[src/hdl/scan_params.svh]
`ifndef SCAN_PARAMS_SVH
`define SCAN_PARAMS_SVH

// Lanes packed into one beat.
`define SCAN_LANES 16

// Width of one lane and of one host word.
`define SCAN_LANE_W 32

// Beats held by the buffer, a power of two.
`define SCAN_FIFO_DEPTH 8

// Width of the running match total.
`define SCAN_COUNT_W 32

`endif
[src/hdl/beat_pkg.sv]
`include "scan_params.svh"

package beat_pkg;

  // One beat is stored flat in the buffer.
  // Producer and consumer see it as lanes, lane 0 in the low bits.
  typedef union packed {
    logic [`SCAN_LANES*`SCAN_LANE_W-1:0]   flat;
    logic [`SCAN_LANES-1:0][`SCAN_LANE_W-1:0] lanes;
  } beat_t;

  // Position of a lane inside a beat.
  typedef logic [$clog2(`SCAN_LANES)-1:0] lane_idx_t;

endpackage

[src/hdl/beat_fifo.sv]
`include "scan_params.svh"

module beat_fifo
  import beat_pkg::*;
(
  input  logic  clk,
  input  logic  rst_n,
  input  logic  wr_valid,
  input  beat_t wr_beat,
  input  logic  wr_last,
  input  logic  hold,
  output logic  full,
  output logic  overflow,
  output logic  rd_valid,
  output beat_t rd_beat,
  output logic  rd_last
);

  localparam int DEPTH = `SCAN_FIFO_DEPTH;
  localparam int PTR_W = $clog2(DEPTH);
  localparam int BEAT_W = `SCAN_LANES * `SCAN_LANE_W;

  logic [BEAT_W-1:0] beat_mem [DEPTH];
  logic              last_mem [DEPTH];

  logic [PTR_W-1:0] wr_ptr;
  logic [PTR_W-1:0] rd_ptr;
  logic [PTR_W:0]   used;
  logic             wr_en;
  logic             rd_en;

  assign full  = (used == (PTR_W + 1)'(DEPTH));
  assign wr_en = wr_valid && !full;
  // Drains on its own; the consumer never stalls.
  assign rd_en = (used != '0) && !hold;

  // Storage.
  always_ff @(posedge clk) begin
    if (wr_en) begin
      beat_mem[wr_ptr] <= wr_beat.flat;
      last_mem[wr_ptr] <= wr_last;
    end
  end

  // Registered read port.
  always_ff @(posedge clk) begin
    if (rd_en) begin
      rd_beat.flat <= beat_mem[rd_ptr];
      rd_last      <= last_mem[rd_ptr];
    end
  end

  always_ff @(posedge clk) begin
    if (!rst_n) begin
      wr_ptr   <= '0;
      rd_ptr   <= '0;
      used     <= '0;
      rd_valid <= 1'b0;
      overflow <= 1'b0;
    end else begin
      rd_valid <= rd_en;
      if (wr_en) begin
        wr_ptr <= wr_ptr + 1'b1;
      end
      if (rd_en) begin
        rd_ptr <= rd_ptr + 1'b1;
      end
      // Occupancy moves only when one side acts alone.
      if (wr_en && !rd_en) begin
        used <= used + 1'b1;
      end else if (rd_en && !wr_en) begin
        used <= used - 1'b1;
      end
      // Sticky drop flag.
      if (wr_valid && full) begin
        overflow <= 1'b1;
      end
    end
  end

endmodule

[config.mk]
export PLATFORM = sky130hd
export DESIGN_NAME = beat_fifo
export DESIGN_NICKNAME = d
export VERILOG_FILES = /design/src/hdl/beat_pkg.sv /design/src/hdl/beat_fifo.sv
export VERILOG_INCLUDE_DIRS = /design/src /design/src/hdl
export SDC_FILE = /design/constraint.sdc
export NUM_CORES = 2
export LEC_CHECK = 0
export BUFFER_PORTS_ARGS = -buffer_cell sky130_fd_sc_hd__buf_2
export CORE_MARGIN = 10
export CORE_UTILIZATION = 60
export DETAILED_ROUTE_END_ITERATION = 10
export PLACE_DENSITY = 0.85
export SLEW_MARGIN = 30
export SYNTH_ARGS = -nofsm -noshare
export SYNTH_HDL_FRONTEND = slang
export SYNTH_MEMORY_MAX_BITS = 65536
export SYNTH_SLANG_ARGS = --single-unit
[constraint.sdc]
create_clock -name clk -period 74.9 [get_ports clk]
set_clock_uncertainty 0.2 [all_clocks]
set_input_delay 14.98 -clock clk [delete_from_list [all_inputs] [get_ports clk]]
set_output_delay 14.98 -clock clk [all_outputs]
set_load 0.005 [all_outputs]
# Word-level counts from Yosys, hierarchy flattened
# Memories as Yosys holds them, arrays and structs flattened. A register that Yosys moved wholly into a read port is not among the register bits.
# Index checks and enable logic that the tools add are counted.
[word_totals]
mem_bits_rw = 4104
n_memories = 2
reg_bits = 12
rom_bits = 0
latch_bits = 0
[op_classes]
div = 0
n_mux = 4
bitwise = 0
n_lt_le_gt_ge = 0
shifts = 0
multipliers = 0
n_eq_ne = 1
reduce_logical = 11
addsub = 4
[mem_list]
columns = ["memory", "depth", "width", "rd", "rd_ports_with_merged_regs", "wr", "line", "text"]
rows = [
  ["beat_mem", 8, 512, 1, 1, 1, "beat_fifo.sv:23", "logic [BEAT_W-1:0] beat_mem [DEPTH];"],
  ["last_mem", 8, 1, 1, 1, 1, "beat_fifo.sv:24", "logic last_mem [DEPTH];"],
]
[ops]
columns = ["op", "count"]
rows = [
  ["4-bit 2-to-1 mux", 2],
  ["3-bit by 1-bit adder with 3-bit output, second input constant", 2],
  ["1-bit logical AND", 5],
  ["4-bit by 1-bit adder with 4-bit output, second input constant", 1],
  ["4-bit equality test, second input constant", 1],
  ["1-bit zero test", 4],
  ["4-bit nonzero test", 1],
  ["4-bit by 1-bit subtractor with 4-bit output, second input constant", 1],
  ["1-bit 2-to-1 mux", 2],
  ["2-bit nonzero test", 1],
]

# Logic depth before layout (Yosys ltp)
[depth]
word_depth = 7
depth_mapped = 10
depth_no_buf = 10

# Worst setup path before layout
# OpenSTA, ideal clock, no wires.
[synth_path]
path_kind = "input-to-reg"
start = "input wr_valid"
end = "memory beat_mem[0][0] (netlist name), enable pin"
slack_ns = 8.853
setup_ns = 2.643
arrival_ns = 63.205
path_stages = 2
t_required_ns = 72.057
cell_sequence = "nand2_1 nor4_1"
[synth_via]
elab_chain_len = 3
[synth_lines]
columns = ["element", "line", "text"]
rows = [
  ["start: declaration", "beat_fifo.sv:8", "input logic wr_valid,"],
  ["1-bit logical AND", "beat_fifo.sv:33", "assign wr_en = wr_valid && !full;"],
  ["1-bit 2-to-1 mux", "beat_fifo.sv:39", "if (wr_en) begin"],
  ["1-bit 2-to-1 mux (implied by the code)", "beat_fifo.sv:40", "beat_mem[wr_ptr] <= wr_beat.flat;"],
  ["end: declaration", "beat_fifo.sv:23", ""],
]
# No other way between the ends.

# Worst setup path after layout
[layout_path]
start = "input wr_valid"
end = "memory beat_mem[4][147] (netlist name), enable pin"
[layout_via]
elab_chain_len = 3
[layout_lines]
columns = ["element", "line", "text"]
rows = [
  ["1-bit logical AND", "beat_fifo.sv:33", ""],
  ["via wr_en", "beat_fifo.sv:29", "logic wr_en;"],
  ["1-bit 2-to-1 mux", "beat_fifo.sv:39", ""],
  ["1-bit 2-to-1 mux (implied by the code)", "beat_fifo.sv:40", ""],
]
# The timed path passes the listed nets, and every way through them passes these cells.

==> results.py <==
metrics = {
    "setup_path": {
        "cp.arrival_ps": 20250,
        "crit_path_max_fanout": 56,
        "end_kind": "register",
        "criticalPathCategory": "input port to register",
        "cp-start-kind": "input port",
        "cp.required_ps": 75270,
    },
    "global_route": {
        "grt_pass1_wl_um": 631000,
        "grt_max_degree": 139,
        "grt_usage_pct": 28.9,
        "grt_pass1_vias": 82600,
        "overflow": 0,
        "antenna_found_initial": 216,
    },
    "clock_tree": {
        "cts_max_level": 5,
        "cts_buffers": 428,
        "cts_setup_buffers": 0,
        "insertion_delay_ps": 990,
        "ctsResizeCount": 0,
        "cts_hold_buf": 0,
        "clock-root-buffer": "clkbuf_16",
        "cts.path.max_buffers": 4,
        "clk_pin_slew_ps": 70,
        "cts_tree": "yes",
        "clock-sinks": 4629,
    },
    "timing": {
        "period_needed_ps": 19880,
        "timing.final.crit_share_pct": 26.5,
        "setup_violations": 0,
        "slew_violations": 0,
        "finalSetupTns_ps": 0,
        "max_freq_mhz": 50.3,
        "setup_slack_ps": 55020,
        "relSlewSlack_pct": 24.6,
        "hold_viol_final": 0,
        "rsz0062_at_grt": "false",
        "fin_hold_ws_ps": 385,
        "tightestPinTransition_ps": 1130,
    },
    "synth": {
        "ys_seq_area_share_pct": 82.0,
        "synth_xor_area_share_pct": 0.0310,
        "avgSynthCellArea_um2": 26.0,
        "syn_nets": 7038,
        "synth_top_family_by_area": "multiplexers",
        "synth_common_cells": "edfxtp_1, mux4_2, mux2_2, clkbuf_1, buf_2",
        "post-synth-top-count-cell": "edfxtp_1",
        "ys_top_cells_by_area": "edfxtp_1, mux4_2, mux2_2",
        "synth_compound_area_share_pct": 0.0214,
        "ys.warnings.count": 0,
        "async_flop_share_pct": 0,
        "synth.top_cell.area_share_pct": 81.8,
        "synthCells": 6515,
        "synth-adder-area-share_pct": 0.0487,
        "yosys.area.top_type": "edfxtp_1",
        "synth-seq-cells": 4629,
        "synthSimpleGateAreaFrac_pct": 0.110,
        "muxShareOfSynthArea_pct": 17.1,
        "yosysUniqueCellTypes": 30,
        "synthFlopType": "edfxtp_1",
        "synth_area_um2": 169000,
        "synth_edf_count": 4617,
    },
    "drt": {
        "antenna_left": 0,
        "vias": 80600,
        "wl_per_cell_um": 37.1,
        "routed_via_density": 6.65,
        "routed_wl_um": 450000,
        "drt_iter0_markers": 12200,
        "firstDrtPassIters": 6,
        "drcViolationCount": 0,
    },
    "placement": {
        "dp_slack_ps": 54270,
        "dp_hpwl_um": 231000,
        "port_buffers": 1032,
        "dpl-instance-area_um2": 179000,
        "gp_congestion": 0.801,
    },
    "floorplanning": {
        "die_height_um": 551,
        "die_area_um2": 304000,
        "initial_core_util_pct": 60.2,
        "core_area_um2": 282000,
        "die_w_um": 551,
        "rows": 195,
        "ios": 1033,
    },
    "flow_run": {
        "maxCapViolCount": 0,
    },
    "final_layout": {
        "multiInputGateArea_um2": 29300,
        "nFillCells": 15000,
        "design_area_um2": 194000,
        "area_growth_syn_to_layout_pct": 14.6,
        "final_nets": 8351,
        "drive_gt1_share_pct": 40.8,
        "seqCellArea_um2": 139000,
    },
    "power": {
        "leakagePower_nw": 61.4,
        "p_per_area_nw_per_um2": 35.8,
        "ir_drop_mv": 0.0369,
    },
    "min_path": {
        "hold_class": "register to register",
    },
    "run_status": {
        "outcome": "finished clean",
    },
}
## where the power goes
group,switching [W],total (W),internal (W)
Combinational,0.000755,0.00142,0.000669
Clock,0.000998,0.00221,0.00121
Sequential,0.000126,0.00332,0.00320
## path summary, 6_finish.rpt
| path | from | end | slack [ps] | cells after the start |
|---|---|---|---|---|
| setup / recovery | wr_valid | beat_mem[4][147]$_DFFE_PP_ | 55020 | 10 |
| hold / removal | used[3]$_SDFFE_PN0P_ | used[3]$_SDFFE_PN0P_ | 380 | 2 |
| setup reg to reg | rd_ptr[0]$_SDFFE_PN0P_ | rd_beat[316]$_DFFE_PP_ | 67810 | 11 |
| hold reg to reg | used[3]$_SDFFE_PN0P_ | used[3]$_SDFFE_PN0P_ | 380 | 2 |
## metal layers
metal	track usage, %	part of all wire, %	vias to the layer above
met5	0	0.12	-
li1	-	-	30900
met1	36.9	33	42100
met2	48.2	51	6384
met3	6.51	11	1155
met4	12.7	5.2	90
## cell type report
cell class,count,area share (%)
well taps,3743,2.41
clock inverters,284,1.54
diodes,203,0.262
inverters,4,0.00773
multi-input cells,1595,15.1
flip-flops and latches,4629,71.5
clock buffers,497,5.66
repair buffers,1170,3.50
## critical path: stages
cell and delay, ps:
buf_2 160, nand2_1 270, inv_1 260, nand2_1 280, nor3_2 260, buf_6 570, buf_4 830, buf_4 810
buf_4 730, buf_4 800
## metrics by stage
stage / instances / utilization (%) / power [W]
after floorplan: 6515 / - / 0.00447
after global placement: 11100 / 63.6 / 0.00465
after detailed placement: 11100 / 63.7 / 0.00471
after CTS: 11900 / 68.6 / 0.00696
after global routing: 12000 / 68.9 / 0.00714
final: 12100 / 69.0 / 0.00696
## flip-flops by register name, indices dropped and copies added (netlist names)
name and cells:
rd_ptr 3, rd_beat 512, rd_last 1, beat_mem 4096, wr_ptr 3, used 4
last_mem 8, rd_valid 1, overflow 1
## cells in the final DEF, fill, tap and decap left out, types with 4 or more instances in the layout
master      instances
nand2_1             7
bufinv_16          43
nor2_4              4
edfxtp_1         4617
clkbuf_1           68
buf_2            1032
clkinvlp_4         20
buf_4              82
buf_16             15
inv_1               4
mux4_2           1026
clkinv_8            4
clkinv_4            8
clkbuf_16         429
clkinv_1           99
nor3_2              4
dfxtp_1             9
mux2_2            513
buf_6              24
clkinv_16          14
and2_1              7
buf_12             17
ha_1                5
inv_16              6
inv_6               9
xnor2_1             4
diode_2           203
clkinv_2           79
## cell families (layout without fill, tap and decap cells)
kind of cell,after synthesis,in the layout
DFF,4629,4629
buffers and inverters,291,1955
and+or+nand+nor,35,35
muxes,1542,1542
AOI/OAI and AO/OA,6,6
other,0,203
xor gates and xnor gates,6,6
adders and majority gates,6,6
Note: power is estimated with default switching activity, not from simulation.
