**src/hdl/scan_params.svh**
```systemverilog
`ifndef SCAN_PARAMS_SVH
`define SCAN_PARAMS_SVH

// Lanes packed into one beat.
`define SCAN_LANES 16

// Width of one lane and of one host word.
`define SCAN_LANE_W 32

// Beats held by the buffer, a power of two.
`define SCAN_FIFO_DEPTH 8

// Width of the running match total.
`define SCAN_COUNT_W 32

`endif
```
**src/hdl/pred_pkg.sv**
```systemverilog
package pred_pkg;

  // Comparison applied to every lane, unsigned.
  // Codes 6 and 7 match no lane.
  typedef enum logic [2:0] {
    PRED_EQ = 3'd0,
    PRED_NE = 3'd1,
    PRED_LT = 3'd2,
    PRED_LE = 3'd3,
    PRED_GT = 3'd4,
    PRED_GE = 3'd5
  } pred_t;

endpackage

```
**src/hdl/beat_pkg.sv**
```systemverilog
`include "scan_params.svh"

package beat_pkg;

  // One beat is stored flat in the buffer.
  // Producer and consumer see it as lanes, lane 0 in the low bits.
  typedef union packed {
    logic [`SCAN_LANES*`SCAN_LANE_W-1:0]   flat;
    logic [`SCAN_LANES-1:0][`SCAN_LANE_W-1:0] lanes;
  } beat_t;

  // Position of a lane inside a beat.
  typedef logic [$clog2(`SCAN_LANES)-1:0] lane_idx_t;

endpackage

```
**src/hdl/predicate_counter.sv**
```systemverilog
`include "scan_params.svh"

module predicate_counter
  import beat_pkg::*;
  import pred_pkg::*;
(
  input  logic                     clk,
  input  logic                     rst_n,
  input  logic                     scan_valid,
  input  beat_t                    scan_beat,
  input  logic                     scan_last,
  input  pred_t                    pred,
  input  logic [`SCAN_LANE_W-1:0]  operand,
  input  logic                     clr,
  output logic [`SCAN_COUNT_W-1:0] result_count,
  output logic                     done
);

  localparam int LAST_DLY = 5;

  logic [`SCAN_LANES-1:0] lt_w;
  logic [`SCAN_LANES-1:0] eq_w;

  // All six outcomes per lane, registered.
  logic [`SCAN_LANES-1:0] eq_q;
  logic [`SCAN_LANES-1:0] ne_q;
  logic [`SCAN_LANES-1:0] lt_q;
  logic [`SCAN_LANES-1:0] le_q;
  logic [`SCAN_LANES-1:0] gt_q;
  logic [`SCAN_LANES-1:0] ge_q;

  pred_t                  pred_q;
  logic [`SCAN_LANES-1:0] match_q;
  logic                   flags_valid_q;
  logic                   match_valid_q;

  logic                   pop_valid;
  logic [4:0]             pop_count;

  logic [LAST_DLY-1:0]     last_dly;
  logic [`SCAN_COUNT_W-1:0] total;
  logic                    last_seen;
  logic                    got_count;

  // Unsigned compare of each lane against the operand.
  for (genvar i = 0; i < `SCAN_LANES; i++) begin : g_lane
    assign lt_w[i] = scan_beat.lanes[i] < operand;
    assign eq_w[i] = scan_beat.lanes[i] == operand;
  end

  // Stage t+1. Idle cycles leave all flags at zero.
  always_ff @(posedge clk) begin
    pred_q <= pred;
    if (scan_valid) begin
      eq_q <= eq_w;
      ne_q <= ~eq_w;
      lt_q <= lt_w;
      le_q <= lt_w | eq_w;
      gt_q <= ~(lt_w | eq_w);
      ge_q <= ~lt_w;
    end else begin
      eq_q <= '0;
      ne_q <= '0;
      lt_q <= '0;
      le_q <= '0;
      gt_q <= '0;
      ge_q <= '0;
    end
  end

  // Stage t+2, pick the outcome for the requested predicate.
  always_ff @(posedge clk) begin
    case (pred_q)
      PRED_EQ: match_q <= eq_q;
      PRED_NE: match_q <= ne_q;
      PRED_LT: match_q <= lt_q;
      PRED_LE: match_q <= le_q;
      PRED_GT: match_q <= gt_q;
      PRED_GE: match_q <= ge_q;
      default: match_q <= '0;
    endcase
  end

  lane_popcount i_popcount (
    .clk         (clk),
    .rst_n       (rst_n),
    .flags_valid (match_valid_q),
    .flags       (match_q),
    .count_valid (pop_valid),
    .count       (pop_count)
  );

  always_ff @(posedge clk) begin
    if (!rst_n) begin
      flags_valid_q <= 1'b0;
      match_valid_q <= 1'b0;
      last_dly      <= '0;
      total         <= '0;
      last_seen     <= 1'b0;
      got_count     <= 1'b0;
      result_count  <= '0;
      done          <= 1'b0;
    end else begin
      flags_valid_q <= scan_valid;
      match_valid_q <= flags_valid_q;
      // Last marker, one stage behind the count at the tail.
      last_dly <= {last_dly[LAST_DLY-2:0], scan_valid & scan_last};
      // A count landing with clr survives the clear.
      total <= (clr ? '0 : total)
             + (pop_valid ? {{(`SCAN_COUNT_W-5){1'b0}}, pop_count} : '0);
      got_count <= (got_count & ~clr) | pop_valid;
      last_seen <= (last_seen & ~clr) | last_dly[LAST_DLY-1];
      result_count <= clr ? '0 : total;
      done         <= clr ? 1'b0 : (last_seen & got_count);
    end
  end

endmodule

```
**src/hdl/lane_popcount.sv**
```systemverilog
`include "scan_params.svh"

module lane_popcount (
  input  logic                   clk,
  input  logic                   rst_n,
  input  logic                   flags_valid,
  input  logic [`SCAN_LANES-1:0] flags,
  output logic                   count_valid,
  output logic [4:0]             count
);

  localparam int GROUPS = `SCAN_LANES / 4;

  logic [2:0] group_cnt [GROUPS];
  logic       stage1_valid;

  // Set bits in a nibble.
  function automatic logic [2:0] ones4(input logic [3:0] nib);
    logic [2:0] sum;
    sum = '0;
    for (int b = 0; b < 4; b++) begin
      sum = sum + {2'b00, nib[b]};
    end
    return sum;
  endfunction

  // Stage one, one count per group of four lanes.
  always_ff @(posedge clk) begin
    for (int g = 0; g < GROUPS; g++) begin
      group_cnt[g] <= ones4(flags[g*4 +: 4]);
    end
  end

  // Stage two, sum of the group counts.
  always_ff @(posedge clk) begin
    logic [4:0] total;
    total = '0;
    for (int g = 0; g < GROUPS; g++) begin
      total = total + {2'b00, group_cnt[g]};
    end
    count <= total;
  end

  // Valid follows the data through both stages.
  always_ff @(posedge clk) begin
    if (!rst_n) begin
      stage1_valid <= 1'b0;
      count_valid  <= 1'b0;
    end else begin
      stage1_valid <= flags_valid;
      count_valid  <= stage1_valid;
    end
  end

endmodule

```
**config.mk**
```make
export PLATFORM = sky130hd
export DESIGN_NAME = predicate_counter
export DESIGN_NICKNAME = d
export VERILOG_FILES = /design/src/hdl/pred_pkg.sv /design/src/hdl/beat_pkg.sv /design/src/hdl/predicate_counter.sv /design/src/hdl/lane_popcount.sv
export VERILOG_INCLUDE_DIRS = /design/src /design/src/hdl
export SDC_FILE = /design/constraint.sdc
export NUM_CORES = 1
export LEC_CHECK = 0
export BUFFER_PORTS_ARGS = -buffer_cell sky130_fd_sc_hd__buf_2
export CAP_MARGIN = 15
export CORE_AREA = 2 2 226 228
export CTS_CLUSTER_SIZE = 10
export DETAILED_ROUTE_END_ITERATION = 10
export DIE_AREA = 0 0 228 230
export PLACE_DENSITY_LB_ADDON = 0.3
export SETUP_SLACK_MARGIN = 0.5
export SLEW_MARGIN = 15
export SYNTH_ARGS = -nofsm -noshare
export SYNTH_HDL_FRONTEND = slang
export SYNTH_HIERARCHICAL = 1
export SYNTH_SLANG_ARGS = --single-unit
```
**constraint.sdc**
```tcl
create_clock -name clk -period 4 [get_ports clk]
set_input_delay 0.6 -clock clk [delete_from_list [all_inputs] [get_ports clk]]
set_output_delay 0.6 -clock clk [all_outputs]
set_load 0.05 [all_outputs]
```
After elaboration in Yosys (flattened, before gate mapping)
Memory sizes are Yosys's and may differ from the RTL's. Cells that the tools add are included.

Register bits: 196. RAM bits: 12. Bits of input ports: 552. Output and inout bits: 33. Logic and storage cells: 90. Memories kept: 1.

Memory list: i_popcount.group_cnt (depth 4, bits a word 3, rd ports 4, clocked after Yosys merged registers in 0, wr ports 4, line lane_popcount.sv:14) `logic [2:0] group_cnt [GROUPS];`.

Add/subtract/negate cells: 16. Magnitude comparators: 16. Equal/unequal tests: 21. Mux-type cells: 3. Bitwise logic cells: 12. Reduce and logical (&&, ||, !) cells: 2.

Operators with widths (count): $eq A32 B32 Y1 (16); $lt A32 B32 Y1 (16); $pmux W16 S6 (1); $not A16 Y16 (3); $add A32 B5 Y32 (1); $mux W32 (1); $add A3 B1 Y3 (8); $or A16 B16 Y16 (1); $add A5 B3 Y5 (2); $add A1 B1 Y2 (4); $eq A3 B2 Y1 const B (2); $eq A3 B3 Y1 const B (2); $mux W5 (1); $add A3 B3 Y4 (1); $and A1 B1 Y1 (4); $eq A3 B1 Y1 const B (1); $logic_not A3 Y1 (1); $not A1 Y1 (2); $or A1 B1 Y1 (2); $reduce_or A2 Y1 (1).

Logic depth before layout (Yosys ltp)
Gate-level depths: netlist of the first run. An unclocked memory read counts as a cell.

Depth after elaboration: 4. Mapped depth: 12. Gate-level depth less buffers: 9.

Cells and area by module
Netlist of the first run, hierarchy kept.

By module, submodules not included: predicate_counter (times used 1, cells each 2000, area each 17493.0 µm², sequential area each 3783.6 µm²); lane_popcount (times used 1, cells each 81, area each 893.4 µm², sequential area each 380.4 µm²).

Least setup slack after synthesis of the first run
OpenSTA, ideal clock, no wires.

Path kind: input-to-reg. Start point: in clr. End point: reg total[28]. Library setup time: 0.115 ns. Arrival time: 2.968 ns. Required time: 3.885 ns. Setup slack: 0.917 ns. Stages: 12. Path buffers: 3. Cells stage by stage: clkbuf_1 -> clkbuf_1 -> nor2b_1 -> ha_1 -> fa_1 -> a21o_1 -> a21boi_0 -> or4_4 -> buf_6 -> nor3_2 -> xor2_1 -> and2_1.

Cells in the longest elaborated chain, start to end: 2.

RTL lines: start: declaration (line predicate_counter.sv:14) `input logic clr,`; $mux W32; $add A32 B5 Y32 (line predicate_counter.sv:109) `total <= (clr ? '0 : total)`; end signal: assignment (line predicate_counter.sv:109); end: declaration (line predicate_counter.sv:41) `` logic [`SCAN_COUNT_W-1:0] total; ``.

No other way between the ends. A chain may end at the register's enable or synchronous reset.

Final worst setup path of the first run
Start point: in operand[14]. End point: reg lt_q[13].

Cells in the longest elaborated chain, start to end: 1.

RTL lines: start: declaration (line predicate_counter.sv:13) `` input logic [`SCAN_LANE_W-1:0] operand, ``; $lt A32 B32 Y1 (line predicate_counter.sv:47) `assign lt_w[i] = scan_beat.lanes[i] < operand;`; end signal: assignment (line predicate_counter.sv:57) `lt_q <= lt_w;`; end: declaration (line predicate_counter.sv:27) `` logic [`SCAN_LANES-1:0] lt_q; ``.

No other way between the ends.

==> results of run 1 <==
-- cell families after synthesis --
family          after synthesis  synth area share
compound gates              452            0.1490
buf+inv                     148           0.03096
mux                          35           0.02198
fa+ha+maj                   540            0.3720
flops                       208            0.2265
simple gates                679            0.1906
xor+xnor                     19          0.009051
-- layout by cell type, fill, tap and decap left out, types with 13 or more instances in the layout --
cell type                   count
sky130_fd_sc_hd__buf_2        584
sky130_fd_sc_hd__ha_1         529
sky130_fd_sc_hd__a21oi_1      215
sky130_fd_sc_hd__dfxtp_1      207
sky130_fd_sc_hd__nand2_1      174
sky130_fd_sc_hd__inv_1        114
sky130_fd_sc_hd__nand4_1      107
sky130_fd_sc_hd__nor2_1        99
sky130_fd_sc_hd__nand3_1       79
sky130_fd_sc_hd__o21ai_0       77
sky130_fd_sc_hd__and2_1        76
sky130_fd_sc_hd__nor2b_1       64
sky130_fd_sc_hd__buf_4         56
sky130_fd_sc_hd__nor4_1        33
sky130_fd_sc_hd__a211oi_1      30
sky130_fd_sc_hd__clkbuf_16     25
sky130_fd_sc_hd__diode_2       20
sky130_fd_sc_hd__mux2i_1       19
sky130_fd_sc_hd__o21a_1        19
sky130_fd_sc_hd__a21o_1        19
sky130_fd_sc_hd__a221o_1       17
sky130_fd_sc_hd__a221oi_1      17
sky130_fd_sc_hd__nor3_1        16
sky130_fd_sc_hd__a211o_1       16
sky130_fd_sc_hd__mux2_2        13
-- final timing paths --
path                                                end                    from  slack [ps]  cells past startpoint
worst min register to register  i_popcount/stage1_valid           match_valid_q         420                      1
worst max register to register                total[28]  i_popcount/count_valid        1420                      9
worst min-delay path                          pred_q[0]                 pred[0]         190                      1
worst max-delay path                           lt_q[13]             operand[14]         950                     10
-- flip-flops by register name, summed over array words and instances, names as in the netlist, 3 cells and up --
register	flops
gt_q	16
total	32
ne_q	16
match_q	16
ge_q	16
last_dly	5
i_popcount/group_cnt	12
eq_q	16
pred_q	3
lt_q	16
i_popcount/count	5
result_count	32
le_q	16
-- metrics by stage --
step	instance area [um^2]	utilization	setup slack, ps
after floorplan	18390	-	917.5
after global placement	22430	0.4498	407.9
after detailed placement	22430	0.4498	435.9
after CTS	23090	0.4631	960.8
after global routing	23130	0.4639	801.2
final	23140	0.4641	950.9
-- critical path, stage by stage --
cell                       delay [ps]
sky130_fd_sc_hd__buf_2            100
sky130_fd_sc_hd__inv_1            220
sky130_fd_sc_hd__buf_4            300
sky130_fd_sc_hd__ha_1             300
sky130_fd_sc_hd__a21oi_1          160
sky130_fd_sc_hd__nand2_1           70
sky130_fd_sc_hd__a221o_1          390
sky130_fd_sc_hd__a211o_1          310
sky130_fd_sc_hd__a221oi_1         830
sky130_fd_sc_hd__and2_1           220
-- power groups by stage --
stage / registers [uW] / logic (uW) / clock network (uW)
finish: 2260 / 1950 / 1920
global route: 2270 / 2190 / 2040
CTS: 2260 / 1940 / 1950
detailed placement: 2300 / 1920 / 0
global placement: 2300 / 1870 / 0
floorplan: 2280 / 1090 / 0
-- routing by layer --
layer,up-vias,track usage
met5,-,0
met4,14,0.1244
met3,179,0.05122
met2,676,0.5325
met1,8849,0.3593
li1,9054,-
-- layout make-up --
cell class / instances / area (um^2)
Timing Repair Buffer: 640 / 3343
Sequential cell: 208 / 4165
Clock buffer: 30 / 654.4
Fill cell: 4901 / 26720
Multi-Input combinational cell: 1725 / 13650
Inverter: 114 / 427.9
Clock inverter: 1 / 8.758
Antenna cell: 20 / 50.05
Tap cell: 672 / 840.8
-- Yosys cell counts (3+ instances only) --
cell type,count
sky130_fd_sc_hd__nand3_1,79
sky130_fd_sc_hd__o221ai_1,8
sky130_fd_sc_hd__a211o_1,16
sky130_fd_sc_hd__a21o_1,19
sky130_fd_sc_hd__nor2_1,99
sky130_fd_sc_hd__ha_1,529
sky130_fd_sc_hd__fa_1,11
sky130_fd_sc_hd__o22ai_1,9
sky130_fd_sc_hd__xor2_1,8
sky130_fd_sc_hd__nor3_1,16
sky130_fd_sc_hd__a22oi_1,10
sky130_fd_sc_hd__a211oi_1,30
sky130_fd_sc_hd__a31oi_1,7
sky130_fd_sc_hd__mux4_2,3
sky130_fd_sc_hd__a21oi_1,215
sky130_fd_sc_hd__dfxtp_1,208
sky130_fd_sc_hd__clkbuf_1,28
sky130_fd_sc_hd__nand4_1,107
sky130_fd_sc_hd__mux2i_1,19
sky130_fd_sc_hd__o21ai_0,77
sky130_fd_sc_hd__o31ai_1,3
sky130_fd_sc_hd__nor4_1,33
sky130_fd_sc_hd__or3_1,3
sky130_fd_sc_hd__nand2_1,174
sky130_fd_sc_hd__inv_1,114
sky130_fd_sc_hd__and2_1,76
sky130_fd_sc_hd__a221oi_1,17
sky130_fd_sc_hd__mux2_2,13
sky130_fd_sc_hd__o21a_1,19
sky130_fd_sc_hd__and4_1,6
sky130_fd_sc_hd__nor2b_1,64
sky130_fd_sc_hd__xnor2_1,11
sky130_fd_sc_hd__a221o_1,17
sky130_fd_sc_hd__and3_1,6
==> results by stage, run 1 <==
Route:
- For this run, the detailed router's first-pass iteration total came to 5.
- The total via count in the routed design is 18,770.
- Dividing the detail-routed via count by the number of cells gives 5.505.
- Wire segments on met2 add up to 39,310 um in the final route.
- The wire length reported by the detailed router is 81,620 um.
- The detailed-route wire length per cell is 23.93 um.
- Wire segments on met3 add up to 4632 um in the final route.
- The post-route antenna net violation count is 0.
- The detailed router put a total of 33,710 um of wire on met1.
- Signal routing reaches up to met5.
- The starting DRC count in detailed routing is 1,223.
- The detailed-route DRC error count is 0.

CTS:
- The count of hold buffers inserted by post-cts repair is 0.
- After clock tree synthesis, the setup repair step added 0 buffers.
- The number of levels the H-tree was split into is 1.
- The post-cts resize count is 0.
- The TritonCTS clock tree is built.
- The clock network latency to the later pin of the worst-skew pair is 510 ps.
- The maximum root-to-sink buffer count is 3.
- The number of sinks handled by clock tree synthesis is 208.
- The clock input transition at the sequential cells of the worst setup and hold paths is 50 ps.
- CTS placed an instance of sky130_fd_sc_hd__clkbuf_16 at the clock tree root.
- Buffers inserted during clock tree synthesis total 25.

Floorplanning:
- For this configuration, the core starts out at a cell density of 0.3687.
- The floorplan step defined a core boundary enclosing 49,860 um^2.
- 585 I/O pins were placed.
- The chip height is 230 um.
- The horizontal die dimension is 228 um.
- After floorplanning, the core was divided into 82 placement rows.
- The area enclosed by the die boundary is 52,440 um^2.

Power and ir drop:
- The net switching fraction of the power is 0.3198.
- The share of total power dissipated in sequential elements is 0.368.
- The total power per unit cell area is 264.8 nW/um^2.
- The combinational share of power is 0.319.
- The total power is 6129 uW.
- Of the total power, the clock network draws 0.313.
- For this design the total switching power over the nets is 1960 uW.
- The worst-case IR drop observed on VDD is 0.0002640 V.
- The internal power summed over all cells is 4169 uW.
- In this run the static leakage power is 0.01167 uW.

Placement:
- Once placement completed, the tool counted placed cells totaling 3,359.
- Routability-driven placement finished with a final weighted congestion of 1.007.
- Buffers placed on the I/O ports in this run total 584.
- The final HPWL from detailed placement is 70,410 um.

Global routing:
- The via count of the first global-routing pass is 18,920.
- The largest net degree at the start of global routing is 68.
- The number of antenna violations at the first check in global routing is 33.
- The overall fraction of global-route tracks in use is 0.3007.
- The global-route wire length before repair is 118,300 um.
- The leftover overflow at the end of global routing is 0.

STA:
- The worst path needs 3049 ps of the cycle, external delays included.
- Setup repair after global routing left no endpoint under its margin.
- Setup violations remaining at the end of the flow were counted as 0.
- The final clock skew is 9.114 ps.
- Measured against its own limit, the worst slew margin works out to 0.2963.
- The number of pins with negative max-slew slack in the final report is 0.
- The worst hold margin is 191.5 ps.
- The slew at the pin closest to its max-slew limit is 1056 ps.
- The number of endpoints with negative hold slack in the final report is 0.
- Of the available clock period, the critical path in the final layout requires 0.7623.
- After routing, the total negative slack on setup checks comes to 0 ps.
- The timing-limited maximum frequency is 328.0 MHz.

Synth:
- The gate count after technology mapping is 2,081.
- Counting flops and latches in the post-synthesis netlist gives 208.
- For this run, the leading register cell type out of synthesis is sky130_fd_sc_hd__dfxtp_1.
- The share of the Yosys chip area taken by registers is 0.2265.
- The largest area contributor in the netlist is sky130_fd_sc_hd__ha_1.
- Ranked by total cell area, the synthesized netlist is headed by sky130_fd_sc_hd__ha_1, sky130_fd_sc_hd__dfxtp_1, sky130_fd_sc_hd__a21oi_1.
- The post-synthesis net count is 3,173.
- The async set-reset flop share out of synthesis is 0.
- The portion of synthesized cell area occupied by the leading cell type is 0.3600.
- The number of warnings issued by yosys is 6.
- The cell area that synthesis handed to floorplanning was 18,390 um^2.
- Yosys mapped a number of flops with a built-in enable equal to 0.
- The number of different library cells used by synthesis comes to 54.
- The average size of a mapped cell is 8.835 um^2.

Outcome:
- The run finished with clean final reports.

Critical path:
- The element type at the critical path start is a primary input.
- The critical path in this run is classified as primary input to flip-flop.
- The type of destination of the critical path is a flip-flop.
- The largest driver fanout on the critical path is 11.
- The critical path data required time is 4450 ps.
- The arrival time of data at the critical path endpoint is 3500 ps.

Flow run:
- The max capacitance violation total is 0.

Hold path:
- The classification of the worst-slack hold path is primary input to flip-flop.

Cells and area:
- The layout net count is 3,806.
- The post-layout instance count excluding filler cells is 3,410.
- The area growth from synthesis to layout is 25.87%.
- The share of layout cells above drive strength 1 is 0.2561.
Note: power is estimated with default switching activity, not from simulation.
==> run 2, diff against run 1 <==
--- a/config.mk
+++ b/config.mk
@@ -8,10 +8,10 @@
 export LEC_CHECK = 0
 export BUFFER_PORTS_ARGS = -buffer_cell sky130_fd_sc_hd__buf_2
 export CAP_MARGIN = 15
-export CORE_AREA = 2 2 226 228
+export CORE_AREA = 2 2 230 232
 export CTS_CLUSTER_SIZE = 10
 export DETAILED_ROUTE_END_ITERATION = 10
-export DIE_AREA = 0 0 228 230
+export DIE_AREA = 0 0 232 234
 export PLACE_DENSITY_LB_ADDON = 0.3
 export SETUP_SLACK_MARGIN = 0.5
 export SLEW_MARGIN = 15
==> constraint.sdc (replaced) <==
create_clock -name clk -period 2.5 [get_ports clk]
set_input_delay 0.375 -clock clk [delete_from_list [all_inputs] [get_ports clk]]
set_output_delay 0.375 -clock clk [all_outputs]
set_load 0.05 [all_outputs]
==> run 2 against run 1 <==
  * Register-to-register slack worse by 1200 ps
  * Clock skew up 18 ps
  * First-iteration DRC count decreased by 14%
  * Setup slack got worse by 750 ps
  * Utilization increased by 8.9 points
  * Clock power is 60% higher
  * Sequential share of layout area fell by 3.5 points
  * Sequential power up 60%
  * Critical endpoint is now i_popcount/count[2]
  * Largest cell class unchanged
  * Largest power group is now combinational logic
==> results by stage, run 2 (synthesized netlist as in run 1, its figures left out) <==
Outcome:
- The run finished with clean final reports.

Route:
- The top routing layer in use is met5.
- The total via count in the routed design is 20,320.
- The detailed-routing wirelength on met1 is 37,150 um.
- The detailed-routed wire length on met2 is 42,750 um.
- The count of nets left with antenna violations once routing finished came out at 0.
- The final layout contains routed wiring with a total length of 90,670 um.
- In this run, the number of DRC markers left after iteration 0 of detailed routing was 1,052.
- The first detailed-routing pass ran for 5 iterations.
- The routed design uses 5411 um of met3 wire.
- The ratio of routed vias to standard cells is 5.486.
- For this run, design rule violations remaining after detail routing come to 0.
- In the final routed layout, each cell accounts on average for 24.48 um.

CTS:
- TritonCTS created 25 clock buffers.
- CTS built an H-tree with a depth of 1.
- The tree built by TritonCTS fans out to 208 sinks.
- The clock network latency to the later pin of the worst-skew pair is 520 ps.
- TritonCTS built the clock tree.
- The clock input transition at the sequential cells of the worst setup and hold paths is 50 ps.
- The tree is rooted in a sky130_fd_sc_hd__clkbuf_16.
- The maximum root-to-sink buffer count is 3.

STA:
- The number of pins with negative max-slew slack in the final report is 0.
- In this run the tightest slew margin relative to its limit is 0.5217.
- The total of endpoints with negative setup slack in the final report is 0.
- The slew at the pin closest to its max-slew limit is 710.0 ps.
- The number of endpoints with negative hold slack in the final report was 0.
- The final clock skew is 26.76 ps.
- Setup repair after global routing could not meet its margin everywhere.
- The final critical-path share of the clock period is 0.9205.
- The final-layout setup total negative slack is 0 ps.
- Timing would allow up to 434.6 MHz.
- Subtracting the final worst setup slack from the clock period gives 2301 ps.

Cells and area:
- The largest registers in the layout are result_count: 32 flops, total: 32 flops.
- Fill cells in the final layout number 4,625.
- The library cells used most frequently in the layout, excluding fill and tap cells, are sky130_fd_sc_hd__buf_2, sky130_fd_sc_hd__ha_1, sky130_fd_sc_hd__buf_4.
- The layout net count is 4,085.
- The synthesis-to-finish area growth is 56.60%.
- The share of layout cells above drive strength 1 is 0.4253.
- The library cell used most frequently in the layout, excluding fill and tap cells, is sky130_fd_sc_hd__buf_2.
- The finished layout holds 3,704 standard cells, fillers aside.

Floorplanning:
- The area enclosed by the die boundary is 54,290 um^2.
- The row count is 84.
- Measured along the y axis, the die boundary spans 234 um.
- 585 I/O pins were placed.
- The total area inside the core boundary comes to 52,020 um^2.
- The horizontal die dimension is 232 um.
- For this configuration, the core starts out at a cell density of 0.3534.

Hold path:
- The classification of the worst-slack hold path is primary input to flip-flop.

Power and ir drop:
- Summed over all cells, the static leakage comes to 0.01364 uW.
- The maximum resistive drop on vdd is 0.0003438 V.
- The total power per unit cell area is 379.8 nW/um^2.

Global routing:
- The number of antenna violations at the first check in global routing is 25.
- The via count of the first global-routing pass is 20,820.
- The largest net degree at the start of global routing is 83.
- The first global-routing pass estimated 128,400 um of wire.
- Summed over all layers, the global routing overflow is 0.
- Across every metal layer, demand over resource in global routing totals 0.3204.

Critical path:
- The type of destination of the critical path is a flip-flop.
- The cell with the largest stage delay on the worst path is sky130_fd_sc_hd__fa_1.
- The critical path data required time is 2920 ps.
- STA classifies the critical path startpoint as a flip-flop.
- Walking the worst path, the cells encountered are inv_1 -> fa_1 -> inv_1 -> fa_1 -> ha_2 -> inv_2 -> fa_2 -> inv_1.
- The critical path start-end classification is flip-flop to flip-flop.
- Of all nets on the critical path, the largest fanout is 2.
- The arrival time of data at the critical path endpoint is 2730 ps.
- The gate family responsible for the most delay along the worst path is adder cells.
- For this run, the slowest stage of the critical path takes 520 ps.
- The most common cell type on the critical path is sky130_fd_sc_hd__inv_1.
- The worst setup slack for register-to-register paths is 200 ps.
- The number of buffer and inverter instances along the worst setup path is 4.

Placement:
- Once placement completed, the tool counted placed cells totaling 3,563.
- The final RePlAce weighted congestion is 0.9923.
- Detailed placement ended at an HPWL of 76,200 um.
- Port buffering added 584 buffers.

Flow run:
- The tool flagged a number of max-cap violations equal to 0.
[run 2: cell types whose count changed in the layout (fill, tap and decap cells not counted), sizes merged]
cell	delta
dlygate4sd3	+3
clkbuf	+1
clkinvlp	+15
diode	-2
buf	+275
inv	-14
[run 2: layout make-up]
| cell class | instances | area [um^2] | share of cell area |
|---|---|---|---|
| multi-input combinational | 1725 | 16240 | 0.5639 |
| timing repair buffer | 919 | 6321 | 0.2195 |
| sequential | 208 | 4173 | 0.1449 |
| tap | 688 | 860.8 | 0.02990 |
| clock buffer | 30 | 654.4 | 0.02273 |
| inverter | 114 | 484.2 | 0.01682 |
| antenna | 18 | 45.04 | 0.001564 |
| clock inverter | 2 | 17.52 | 0.0006084 |
[run 2: final timing paths]
check                              from                  end  depth (start not counted)
max          i_popcount/group_cnt[1][1]  i_popcount/count[2]                          8
min                           scan_last          last_dly[0]                          2
max reg2reg  i_popcount/group_cnt[1][1]  i_popcount/count[2]                          8
min reg2reg                     lt_q[0]           match_q[0]                          2
[run 2: where the power goes]
group          total, uW  switching (uW)  internal [uW]
combinational       4250            2260           1990
clock               3080            1270           1810
sequential          3610            73.9           3530
[run 2: per-stage QoR]
| step | util | setup WS (ps) | hold WS, ps | area, um^2 | power, uW |
|---|---|---|---|---|---|
| after detailed placement | 0.4781 | -526.0 | 411.5 | 24870 | 7241 |
| final | 0.5535 | 198.9 | 147.2 | 28790 | 10940 |
| after floorplan | - | 5.524 | 402.7 | 19040 | 5481 |
| after global placement | 0.4781 | -501.0 | 407.9 | 24870 | 7138 |
| after CTS | 0.5302 | 242.8 | 128.8 | 27580 | 10680 |
| after global routing | 0.5531 | 139.1 | 125.8 | 28780 | 11550 |
[run 2: what timing repair did]
action                     in CTS  in global routing
resized for setup             236                143
setup buffers                  53                 34
pin swaps                     143                119
hold endpoints to repair        3                  0
hold buffers                    3                  0
gates cloned                    1                  0
setup endpoints to repair     111                114
[run 2: worst register-to-register path, stage by stage (launching register included)]
cell                      delay (ps)
sky130_fd_sc_hd__dfxtp_1         300
sky130_fd_sc_hd__inv_1            50
sky130_fd_sc_hd__fa_1            520
sky130_fd_sc_hd__inv_1            50
sky130_fd_sc_hd__fa_1            520
sky130_fd_sc_hd__ha_2            200
sky130_fd_sc_hd__inv_2            40
sky130_fd_sc_hd__fa_2            510
sky130_fd_sc_hd__inv_1            30
[run 2: routing by layer]
layer,up-vias,GRT usage
met4,16,0.1571
met5,-,0
met1,9747,0.3804
li1,9627,-
met2,721,0.5552
met3,208,0.05885
